## config.mk

```make
export PLATFORM = sky130hd
export DESIGN_NAME = decode_stage
export DESIGN_NICKNAME = d
export VERILOG_FILES = /design/src/design/decode_pkg.sv /design/src/design/decode_stage.sv /design/src/design/elastic_buf.sv /design/src/design/instr_decoder.sv /design/src/design/imm_gen.sv
export VERILOG_INCLUDE_DIRS = /design/src /design/src/design
export SDC_FILE = /design/constraint.sdc
export NUM_CORES = 1
export LEC_CHECK = 0
export ABC_AREA = 1
export ABC_CLOCK_PERIOD_IN_PS = 11170
export BUFFER_PORTS_ARGS = -buffer_cell sky130_fd_sc_hd__buf_2
export CAP_MARGIN = 15
export CORE_MARGIN = 1.5
export CORE_UTILIZATION = 45
export DETAILED_ROUTE_END_ITERATION = 16
export PLACE_DENSITY_LB_ADDON = 0.2
export SYNTH_ARGS = -nofsm -noshare
export SYNTH_HDL_FRONTEND = slang
export SYNTH_SLANG_ARGS = --single-unit
```

## constraint.sdc

```tcl
create_clock -name clk -period 11.17 [get_ports clk]
set_input_delay 2.234 -clock clk [delete_from_list [all_inputs] [get_ports clk]]
set_output_delay 2.234 -clock clk [all_outputs]
set_load 0.02 [all_outputs]
```

## src/design/decode_cfg.svh

```systemverilog
`ifndef DECODE_CFG_SVH
`define DECODE_CFG_SVH

// Instruction and data path width
`define DEC_INSTR_W 32

// Register index width, RV32I has 32 registers
`define DEC_REG_W 5

// Warps per core and matching id width
`define DEC_NUM_WARPS 4
`define DEC_WID_W 2

// Entries in the output elastic buffer
`define DEC_BUF_DEPTH 2

`endif
```

## src/design/decode_pkg.sv

```systemverilog
`include "decode_cfg.svh"

package decode_pkg;

    // RV32I major opcodes kept by the stage
    typedef enum logic [6:0] {
        OPC_LOAD   = 7'b0000011,
        OPC_FENCE  = 7'b0001111,
        OPC_OP_IMM = 7'b0010011,
        OPC_AUIPC  = 7'b0010111,
        OPC_STORE  = 7'b0100011,
        OPC_OP     = 7'b0110011,
        OPC_LUI    = 7'b0110111,
        OPC_BRANCH = 7'b1100011,
        OPC_JALR   = 7'b1100111,
        OPC_JAL    = 7'b1101111,
        OPC_SYSTEM = 7'b1110011
    } opcode_e;

    typedef enum logic [1:0] {EX_ALU, EX_LSU, EX_SFU} ex_unit_e;

    typedef enum logic [3:0] {
        ALU_ADD, ALU_SUB, ALU_SLL, ALU_SLT, ALU_SLTU, ALU_XOR,
        ALU_SRL, ALU_SRA, ALU_OR, ALU_AND, ALU_LUI, ALU_AUIPC
    } alu_op_e;

    // Executed in the ALU with mod[0] set
    typedef enum logic [3:0] {
        BR_EQ, BR_NE, BR_LT, BR_GE, BR_LTU, BR_GEU, BR_JAL, BR_JALR,
        BR_ECALL, BR_EBREAK, BR_URET, BR_SRET, BR_MRET
    } br_op_e;

    // Bit 3 is the store flag, bits 2:0 the funct3 size field
    typedef enum logic [3:0] {
        LSU_LB = 4'b0000, LSU_LH = 4'b0001, LSU_LW = 4'b0010,
        LSU_LBU = 4'b0100, LSU_LHU = 4'b0101,
        LSU_SB = 4'b1000, LSU_SH = 4'b1001, LSU_SW = 4'b1010,
        LSU_FENCE = 4'b1111
    } lsu_op_e;

    typedef enum logic [3:0] {SFU_CSRRW = 4'd1, SFU_CSRRS = 4'd2, SFU_CSRRC = 4'd3} sfu_op_e;

    typedef logic [2:0] op_mod_t; // bit 0 marks a branch op

    typedef struct packed {
        logic [`DEC_WID_W-1:0]   wid;
        logic [`DEC_INSTR_W-1:0] pc;
        ex_unit_e                unit;
        logic [3:0]              op;
        op_mod_t                 mod;
        logic                    use_pc;
        logic                    use_imm;
        logic [`DEC_INSTR_W-1:0] imm;
        logic                    wb;
        logic [`DEC_REG_W-1:0]   rd;
        logic [`DEC_REG_W-1:0]   rs1;
        logic [`DEC_REG_W-1:0]   rs2;
    } decoded_t;

endpackage

```

## src/design/decode_stage.sv

```systemverilog
`timescale 1ns/100ps
`include "decode_cfg.svh"

module decode_stage (
    input  logic                    clk,
    input  logic                    i_rst_n,
    input  logic                    i_valid,
    output logic                    o_ready,
    input  logic [`DEC_INSTR_W-1:0] i_instr,
    input  logic [`DEC_INSTR_W-1:0] i_pc,
    input  logic [`DEC_WID_W-1:0]   i_wid,
    output logic                    o_valid,
    input  logic                    i_ready,
    output logic [`DEC_WID_W-1:0]   o_wid,
    output logic [`DEC_INSTR_W-1:0] o_pc,
    output decode_pkg::ex_unit_e    o_unit,
    output logic [3:0]              o_op,
    output decode_pkg::op_mod_t     o_mod,
    output logic                    o_use_pc,
    output logic                    o_use_imm,
    output logic [`DEC_INSTR_W-1:0] o_imm,
    output logic                    o_wb,
    output logic [`DEC_REG_W-1:0]   o_rd,
    output logic [`DEC_REG_W-1:0]   o_rs1,
    output logic [`DEC_REG_W-1:0]   o_rs2,
    output logic                    o_sched_valid,
    output logic [`DEC_WID_W-1:0]   o_sched_wid,
    output logic                    o_sched_wstall
);

    decode_pkg::decoded_t in_data;
    decode_pkg::decoded_t out_data;
    logic                 dec_wstall;

    instr_decoder u_decoder (
        .i_instr   (i_instr),
        .o_unit    (in_data.unit),
        .o_op      (in_data.op),
        .o_mod     (in_data.mod),
        .o_use_pc  (in_data.use_pc),
        .o_use_imm (in_data.use_imm),
        .o_wb      (in_data.wb),
        .o_rd      (in_data.rd),
        .o_rs1     (in_data.rs1),
        .o_rs2     (in_data.rs2),
        .o_wstall  (dec_wstall)
    );

    imm_gen u_imm_gen (
        .i_instr (i_instr),
        .o_imm   (in_data.imm)
    );

    assign in_data.wid = i_wid;
    assign in_data.pc  = i_pc;

    elastic_buf #(
        .payload_t (decode_pkg::decoded_t),
        .DEPTH     (`DEC_BUF_DEPTH)
    ) u_out_buf (
        .clk     (clk),
        .i_rst_n (i_rst_n),
        .i_valid (i_valid),
        .o_ready (o_ready),
        .i_data  (in_data),
        .o_valid (o_valid),
        .i_ready (i_ready),
        .o_data  (out_data)
    );

    assign o_wid     = out_data.wid;
    assign o_pc      = out_data.pc;
    assign o_unit    = out_data.unit;
    assign o_op      = out_data.op;
    assign o_mod     = out_data.mod;
    assign o_use_pc  = out_data.use_pc;
    assign o_use_imm = out_data.use_imm;
    assign o_imm     = out_data.imm;
    assign o_wb      = out_data.wb;
    assign o_rd      = out_data.rd;
    assign o_rs1     = out_data.rs1;
    assign o_rs2     = out_data.rs2;

    // Scheduler sees every accepted instruction in its accept cycle
    assign o_sched_valid  = i_valid && o_ready;
    assign o_sched_wid    = i_wid;
    assign o_sched_wstall = dec_wstall;

endmodule

```

## src/design/elastic_buf.sv

```systemverilog
`timescale 1ns/100ps

module elastic_buf #(
    parameter type payload_t = logic [31:0],
    parameter int  DEPTH     = 2
) (
    input  logic     clk,
    input  logic     i_rst_n,
    input  logic     i_valid,
    output logic     o_ready,
    input  payload_t i_data,
    output logic     o_valid,
    input  logic     i_ready,
    output payload_t o_data
);

    localparam int PTR_W = (DEPTH > 1) ? $clog2(DEPTH) : 1;
    localparam int CNT_W = $clog2(DEPTH + 1);

    payload_t mem [DEPTH];

    logic [PTR_W-1:0] wr_ptr;
    logic [PTR_W-1:0] rd_ptr;
    logic [CNT_W-1:0] count;
    logic [CNT_W-1:0] count_next;
    logic             full_r;
    logic             push;
    logic             pop;

    assign push = i_valid && !full_r;
    assign pop  = o_valid && i_ready;
    assign count_next = count + CNT_W'(push) - CNT_W'(pop);

    always_ff @(posedge clk) begin
        if (!i_rst_n) begin
            wr_ptr <= '0;
            rd_ptr <= '0;
            count  <= '0;
            full_r <= 1'b0;
        end else begin
            if (push) begin
                wr_ptr <= (wr_ptr == PTR_W'(DEPTH - 1)) ? '0 : wr_ptr + 1'b1;
            end
            if (pop) begin
                rd_ptr <= (rd_ptr == PTR_W'(DEPTH - 1)) ? '0 : rd_ptr + 1'b1;
            end
            count  <= count_next;
            full_r <= (count_next == CNT_W'(DEPTH)); // Ready stays a flop output
        end
    end

    always_ff @(posedge clk) begin
        if (push) begin
            mem[wr_ptr] <= i_data;
        end
    end

    assign o_ready = !full_r;
    assign o_valid = (count != '0);
    assign o_data  = mem[rd_ptr];

endmodule

```

## src/design/instr_decoder.sv

```systemverilog
`timescale 1ns/100ps
`include "decode_cfg.svh"

module instr_decoder (
    input  logic [`DEC_INSTR_W-1:0] i_instr,
    output decode_pkg::ex_unit_e    o_unit,
    output logic [3:0]              o_op,
    output decode_pkg::op_mod_t     o_mod,
    output logic                    o_use_pc,
    output logic                    o_use_imm,
    output logic                    o_wb,
    output logic [`DEC_REG_W-1:0]   o_rd,
    output logic [`DEC_REG_W-1:0]   o_rs1,
    output logic [`DEC_REG_W-1:0]   o_rs2,
    output logic                    o_wstall
);

    logic [6:0]  opcode;
    logic [2:0]  funct3;
    logic [6:0]  funct7;
    logic [11:0] upper12;
    logic [`DEC_REG_W-1:0] rd;
    logic [`DEC_REG_W-1:0] rs1;
    logic [`DEC_REG_W-1:0] rs2;
    logic use_rd;

    decode_pkg::alu_op_e alu_sel;
    decode_pkg::br_op_e  br_sel;
    decode_pkg::br_op_e  sys_sel;
    decode_pkg::sfu_op_e csr_sel;

    assign opcode  = i_instr[6:0];
    assign funct3  = i_instr[14:12];
    assign funct7  = i_instr[31:25];
    assign upper12 = i_instr[31:20];
    assign rd      = i_instr[11:7];
    assign rs1     = i_instr[19:15];
    assign rs2     = i_instr[24:20];

    always_comb begin
        case (funct3)
            3'h0: begin
                // SUB exists only in the register form
                if (opcode == decode_pkg::OPC_OP && funct7[5]) begin
                    alu_sel = decode_pkg::ALU_SUB;
                end else begin
                    alu_sel = decode_pkg::ALU_ADD;
                end
            end
            3'h1: alu_sel = decode_pkg::ALU_SLL;
            3'h2: alu_sel = decode_pkg::ALU_SLT;
            3'h3: alu_sel = decode_pkg::ALU_SLTU;
            3'h4: alu_sel = decode_pkg::ALU_XOR;
            3'h5: alu_sel = funct7[5] ? decode_pkg::ALU_SRA : decode_pkg::ALU_SRL;
            3'h6: alu_sel = decode_pkg::ALU_OR;
            default: alu_sel = decode_pkg::ALU_AND;
        endcase
    end

    always_comb begin
        case (funct3)
            3'h1: br_sel = decode_pkg::BR_NE;
            3'h4: br_sel = decode_pkg::BR_LT;
            3'h5: br_sel = decode_pkg::BR_GE;
            3'h6: br_sel = decode_pkg::BR_LTU;
            3'h7: br_sel = decode_pkg::BR_GEU;
            default: br_sel = decode_pkg::BR_EQ; // Reserved codes fall back to EQ
        endcase
    end

    always_comb begin
        case (upper12)
            12'h001: sys_sel = decode_pkg::BR_EBREAK;
            12'h002: sys_sel = decode_pkg::BR_URET;
            12'h102: sys_sel = decode_pkg::BR_SRET;
            12'h302: sys_sel = decode_pkg::BR_MRET;
            default: sys_sel = decode_pkg::BR_ECALL;
        endcase
    end

    always_comb begin
        case (funct3[1:0])
            2'h1: csr_sel = decode_pkg::SFU_CSRRW;
            2'h2: csr_sel = decode_pkg::SFU_CSRRS;
            default: csr_sel = decode_pkg::SFU_CSRRC;
        endcase
    end

    always_comb begin
        o_unit    = decode_pkg::EX_ALU;
        o_op      = '0;
        o_mod     = '0;
        o_use_pc  = 1'b0;
        o_use_imm = 1'b0;
        o_wstall  = 1'b0;
        o_rd      = '0;
        o_rs1     = '0;
        o_rs2     = '0;
        use_rd    = 1'b0;
        case (opcode)
            decode_pkg::OPC_OP_IMM: begin
                o_op      = alu_sel;
                o_use_imm = 1'b1;
                use_rd    = 1'b1;
                o_rd      = rd;
                o_rs1     = rs1;
            end
            decode_pkg::OPC_OP: begin
                o_op   = alu_sel;
                use_rd = 1'b1;
                o_rd   = rd;
                o_rs1  = rs1;
                o_rs2  = rs2;
            end
            decode_pkg::OPC_LUI,
            decode_pkg::OPC_AUIPC: begin
                o_op      = opcode[5] ? decode_pkg::ALU_LUI : decode_pkg::ALU_AUIPC;
                o_use_pc  = ~opcode[5];
                o_use_imm = 1'b1;
                use_rd    = 1'b1;
                o_rd      = rd;
            end
            decode_pkg::OPC_JAL: begin
                o_op      = decode_pkg::BR_JAL;
                o_mod[0]  = 1'b1;
                o_use_pc  = 1'b1;
                o_use_imm = 1'b1;
                o_wstall  = 1'b1;
                use_rd    = 1'b1;
                o_rd      = rd;
            end
            decode_pkg::OPC_JALR: begin
                o_op      = decode_pkg::BR_JALR;
                o_mod[0]  = 1'b1;
                o_use_imm = 1'b1;
                o_wstall  = 1'b1;
                use_rd    = 1'b1;
                o_rd      = rd;
                o_rs1     = rs1;
            end
            decode_pkg::OPC_BRANCH: begin
                o_op      = br_sel;
                o_mod[0]  = 1'b1;
                o_use_pc  = 1'b1;
                o_use_imm = 1'b1;
                o_wstall  = 1'b1;
                o_rs1     = rs1;
                o_rs2     = rs2;
            end
            decode_pkg::OPC_LOAD: begin
                o_unit    = decode_pkg::EX_LSU;
                o_op      = {1'b0, funct3};
                o_use_imm = 1'b1;
                use_rd    = 1'b1;
                o_rd      = rd;
                o_rs1     = rs1;
            end
            decode_pkg::OPC_STORE: begin
                o_unit    = decode_pkg::EX_LSU;
                o_op      = {1'b1, funct3};
                o_use_imm = 1'b1;
                o_rs1     = rs1;
                o_rs2     = rs2;
            end
            decode_pkg::OPC_FENCE: begin
                o_unit = decode_pkg::EX_LSU;
                o_op   = decode_pkg::LSU_FENCE;
            end
            decode_pkg::OPC_SYSTEM: begin
                o_wstall = 1'b1;
                use_rd   = 1'b1;
                o_rd     = rd;
                if (funct3[1:0] != 2'b00) begin
                    o_unit    = decode_pkg::EX_SFU;
                    o_op      = csr_sel;
                    o_use_imm = funct3[2]; // CSRxxI takes zimm, not rs1
                    o_rs1     = funct3[2] ? '0 : rs1;
                end else begin
                    o_op      = sys_sel;
                    o_mod[0]  = 1'b1;
                    o_use_pc  = 1'b1;
                    o_use_imm = 1'b1;
                end
            end
            default: ;
        endcase
    end

    // No writeback to x0
    assign o_wb = use_rd && (o_rd != '0);

endmodule

```

## src/design/imm_gen.sv

```systemverilog
`timescale 1ns/100ps
`include "decode_cfg.svh"

module imm_gen (
    input  logic [`DEC_INSTR_W-1:0] i_instr,
    output logic [`DEC_INSTR_W-1:0] o_imm
);

    logic [6:0]  opcode;
    logic [2:0]  funct3;
    logic [11:0] i_imm;
    logic [11:0] s_imm;
    logic [12:0] b_imm;
    logic [20:0] j_imm;

    assign opcode = i_instr[6:0];
    assign funct3 = i_instr[14:12];
    assign i_imm  = i_instr[31:20];
    assign s_imm  = {i_instr[31:25], i_instr[11:7]};
    assign b_imm  = {i_instr[31], i_instr[7], i_instr[30:25], i_instr[11:8], 1'b0};
    assign j_imm  = {i_instr[31], i_instr[19:12], i_instr[20], i_instr[30:21], 1'b0};

    always_comb begin
        o_imm = '0; // FENCE, OP and unknown opcodes
        case (opcode)
            decode_pkg::OPC_OP_IMM: begin
                if (funct3[1:0] == 2'b01) begin
                    o_imm = {27'b0, i_instr[24:20]}; // Shift amount only
                end else begin
                    o_imm = {{20{i_imm[11]}}, i_imm};
                end
            end
            decode_pkg::OPC_JALR,
            decode_pkg::OPC_LOAD:   o_imm = {{20{i_imm[11]}}, i_imm};
            decode_pkg::OPC_STORE:  o_imm = {{20{s_imm[11]}}, s_imm};
            decode_pkg::OPC_BRANCH: o_imm = {{19{b_imm[12]}}, b_imm};
            decode_pkg::OPC_JAL:    o_imm = {{11{j_imm[20]}}, j_imm};
            decode_pkg::OPC_LUI,
            decode_pkg::OPC_AUIPC:  o_imm = {i_instr[31:12], 12'b0};
            decode_pkg::OPC_SYSTEM: begin
                if (funct3[1:0] != 2'b00) begin
                    // CSR address low, zimm above it for the immediate forms
                    o_imm = {15'b0, (funct3[2] ? i_instr[19:15] : 5'b0), i_imm};
                end else begin
                    o_imm = 32'd4; // Return address offset for traps
                end
            end
            default: o_imm = '0;
        endcase
    end

endmodule

```

==> results.sh <==
export IMPL_run_status="completed"
export IMPL_worstSetupPathType="primary input to output port"
export IMPL_max_slew_margin=0.404
export IMPL_gp_congestion=0.905
export IMPL_globalRouteTotalUtil=0.192
export IMPL_period_needed_ps=5640
export IMPL_area_growth_pct=19.4
export IMPL_drt_iter0_drc=262
export IMPL_vias_per_cell=5.14
export IMPL_grt_overflow=0
export IMPL_critPathMostFrequentCell="nand2_1"
export IMPL_ir_drop_mv=0.125
export IMPL_htree_levels=4
export IMPL_cp_slowest_cell="nand2_1"
export IMPL_synth_seq_cells=188
export IMPL_drive_gt1_frac=0.402
export IMPL_postSynthCellCount=614
export IMPL_final_hold_viol_count=0
export IMPL_nNetsFinal=854
export IMPL_fillers=1559
export IMPL_worstPathMaxFanout=12
export IMPL_grt_pass1_wl_mm=27.1
export IMPL_power_density_nw_per_um2=207
export IMPL_yosys_area_top_type="edfxtp_1"
export IMPL_crit_required_ps=8940
export IMPL_rsz0062_at_grt="false"
export IMPL_die_h_um=138
export IMPL_rows=49
export IMPL_yosys_warnings=0
export IMPL_synth_area_um2=8190
export IMPL_post_cts_buffers=0
export IMPL_worst_ep_arrival_time_ps=3410
export IMPL_tns_ps=0
export IMPL_synth_top_cells_by_area="edfxtp_1 67%, mux2_2 13%, nand2_1 3.7%"
export IMPL_async_reset_ff_frac=0
export IMPL_r2r_start="u_out_buf.full_r$_SDFF_PN0_"
export IMPL_cap_viol_max_count=0
export IMPL_cts_sinks=188
export IMPL_start_kind="primary input"
export IMPL_end_kind="output port"
export IMPL_placed_cells=992
export IMPL_initial_utilization=0.457
export IMPL_die_w_um=138
export IMPL_yosysSeqAreaShare=0.682
export IMPL_cts_resized=0
export IMPL_clockBufferDepth=2
export IMPL_cts_made_buffers=17
export IMPL_tightest_slew_ps=893
export IMPL_postRouteAntennaNets=0
export IMPL_drc=0
export IMPL_die_area_um2=19000
export IMPL_crit_chain="buf_2, nand2_1, nor2_4, nand2_1, nand2_2, a21oi_1, nand2_1, buf_2"
export IMPL_dr_pass1_iters=6
export IMPL_setup_viol=0
export IMPL_finClkSkew_ps=17.3
export IMPL_antenna_found_initial=1
export IMPL_synth_distinct_cells=32
export IMPL_max_clock_freq_mhz=177
export IMPL_cts_root_buf="clkbuf_16"
export IMPL_fin_crit_sh=0.505
export IMPL_grt_pass1_vias=5233
export IMPL_wire_per_inst_um=17.8
export IMPL_yosysTopAreaCellShare=0.667
export IMPL_vias=5259
export IMPL_crit_path_start="i_instr[5]"
export IMPL_cts_tree="built"
export IMPL_synth_main_ff_cell="edfxtp_1"
export IMPL_routed_wl_mm=18.3
export IMPL_clk_insertion_delay_late_ps=440
export IMPL_hold_path_class="register to register"
export IMPL_stdcell_count=1024
export IMPL_ioPinCount=169
export IMPL_power_leakage_nw=4.05
export IMPL_synth_edff_count=182
export IMPL_syn_area_per_cell_um2=13.3
export IMPL_grt_max_degree=64
export IMPL_slowest_delay_ps=280
export IMPL_hold_start="u_out_buf.rd_ptr$_SDFFE_PN0P_"
export IMPL_holdBufCountCts=0
export IMPL_clk_pin_slew_ps=70
export IMPL_core_area_um2=17900
export IMPL_detailed_place_hpwl_mm=12.9
export IMPL_finalMaxSlewViolations=0
export IMPL_port_buffer_count=166
-- registers in the layout, indices dropped and copies added (netlist names), named ones only --
name	cells
u_out_buf.mem	182
u_out_buf.full_r	1
u_out_buf.rd_ptr	1
u_out_buf.wr_ptr	1
u_out_buf.count	2
-- stage by stage --
step                      area [um^2]  power (mW)   util  setup WS (ps)  hold WS (ps)
final                            9780        2.02  0.546           5530           471
after global routing             9780        2.12  0.546           5400           508
after CTS                        9780        2.05  0.546           5510           462
after detailed placement         9220        1.48  0.515           5520           438
after global placement           9220        1.47  0.515           5550           442
after floorplan                  8190        1.31      -           4490           425
-- cells in the mapped netlist, drive strengths merged (3+ instances only) --
library cell and instances:
mux2 91, clkbuf 3, nand3 39, dfxtp 6, edfxtp 182, a21boi 3, nand2 90, nand4 4
a21oi 33, o21ai 20, nor3 11, buf 18, inv 51, nor2 50
-- per-layer routing --
| layer | GRT usage | part of all wire | vias up |
|---|---|---|---|
| met5 | 0 | 0 | - |
| met4 | 0.0596 | 0.011 | 0 |
| met3 | 0.0468 | 0.059 | 18 |
| met2 | 0.324 | 0.49 | 170 |
| met1 | 0.244 | 0.44 | 2542 |
| li1 | - | - | 2529 |
-- layout make-up --
cell class / instances / area, um^2 / share of cell area
Timing Repair Buffer: 169 / 853 / 0.0873
Clock inverter: 14 / 129 / 0.0132
Sequential cell: 188 / 5590 / 0.572
Inverter: 52 / 195 / 0.0200
Multi-Input combinational cell: 354 / 2300 / 0.235
Antenna cell: 1 / 2.50 / 0.000256
Clock buffer: 17 / 425 / 0.0435
Tap cell: 229 / 287 / 0.0293
-- worst max-delay path, delay by kind of cell --
family,cells,cell delay (ps)
AOI/OAI and AO/OA,1,70
and+or+nand+nor,5,810
buffers and inverters,2,290
-- path summary, 6_finish.rpt --
check	cells after the start	end	slack, ps
worst max-delay path	8	o_sched_wstall	5530
worst min-delay path	1	u_out_buf.rd_ptr$_SDFFE_PN0P_	470
worst max register to register	4	u_out_buf.mem[1][18]$_DFFE_PP_	8740
worst min register to register	1	u_out_buf.rd_ptr$_SDFFE_PN0P_	470
-- power by group --
| part | leakage [nW] | internal [mW] | switching (mW) | total [mW] |
|---|---|---|---|---|
| clock | 0.267 | 0.292 | 0.270 | 0.562 |
| sequential | 1.79 | 0.892 | 0.0356 | 0.928 |
| combinational | 2.00 | 0.206 | 0.326 | 0.532 |
-- layout by cell type, fill, tap and decap left out, types with 2 or more instances in the layout --
cell,synthesis,routed
inv_6,0,4
nand2_1,81,81
dfxtp_1,6,5
nor2_1,40,38
inv_2,5,5
a21boi_0,2,2
clkbuf_16,0,17
o21ai_1,2,2
nor3_1,11,11
buf_4,4,3
clkinvlp_4,0,2
nand3_1,39,39
buf_2,11,166
ha_1,2,2
edfxtp_1,182,182
conb_1,1,2
a21oi_1,33,33
nand2_2,9,9
nor2_4,2,4
a22oi_1,2,2
inv_1,46,46
nor2_2,7,7
clkinv_4,0,4
mux2_2,91,91
inv_8,0,2
nand4_1,4,4
xnor2_1,2,2
o21ai_0,18,18
and2_1,2,2
-- cells by family (layout without fill, tap and decap cells) --
family	count (synthesis)	count (layout)	synth area share
other	1	3	0.000458
DFF	188	188	0.682
xor gates and xnor gates	2	2	0.00214
buffers and inverters	73	252	0.0397
and+or+nand+nor	197	197	0.109
adders and majority gates	2	2	0.00306
AOI/OAI and AO/OA	60	60	0.0387
muxes	91	91	0.125
(Power assumes the default switching activity.)
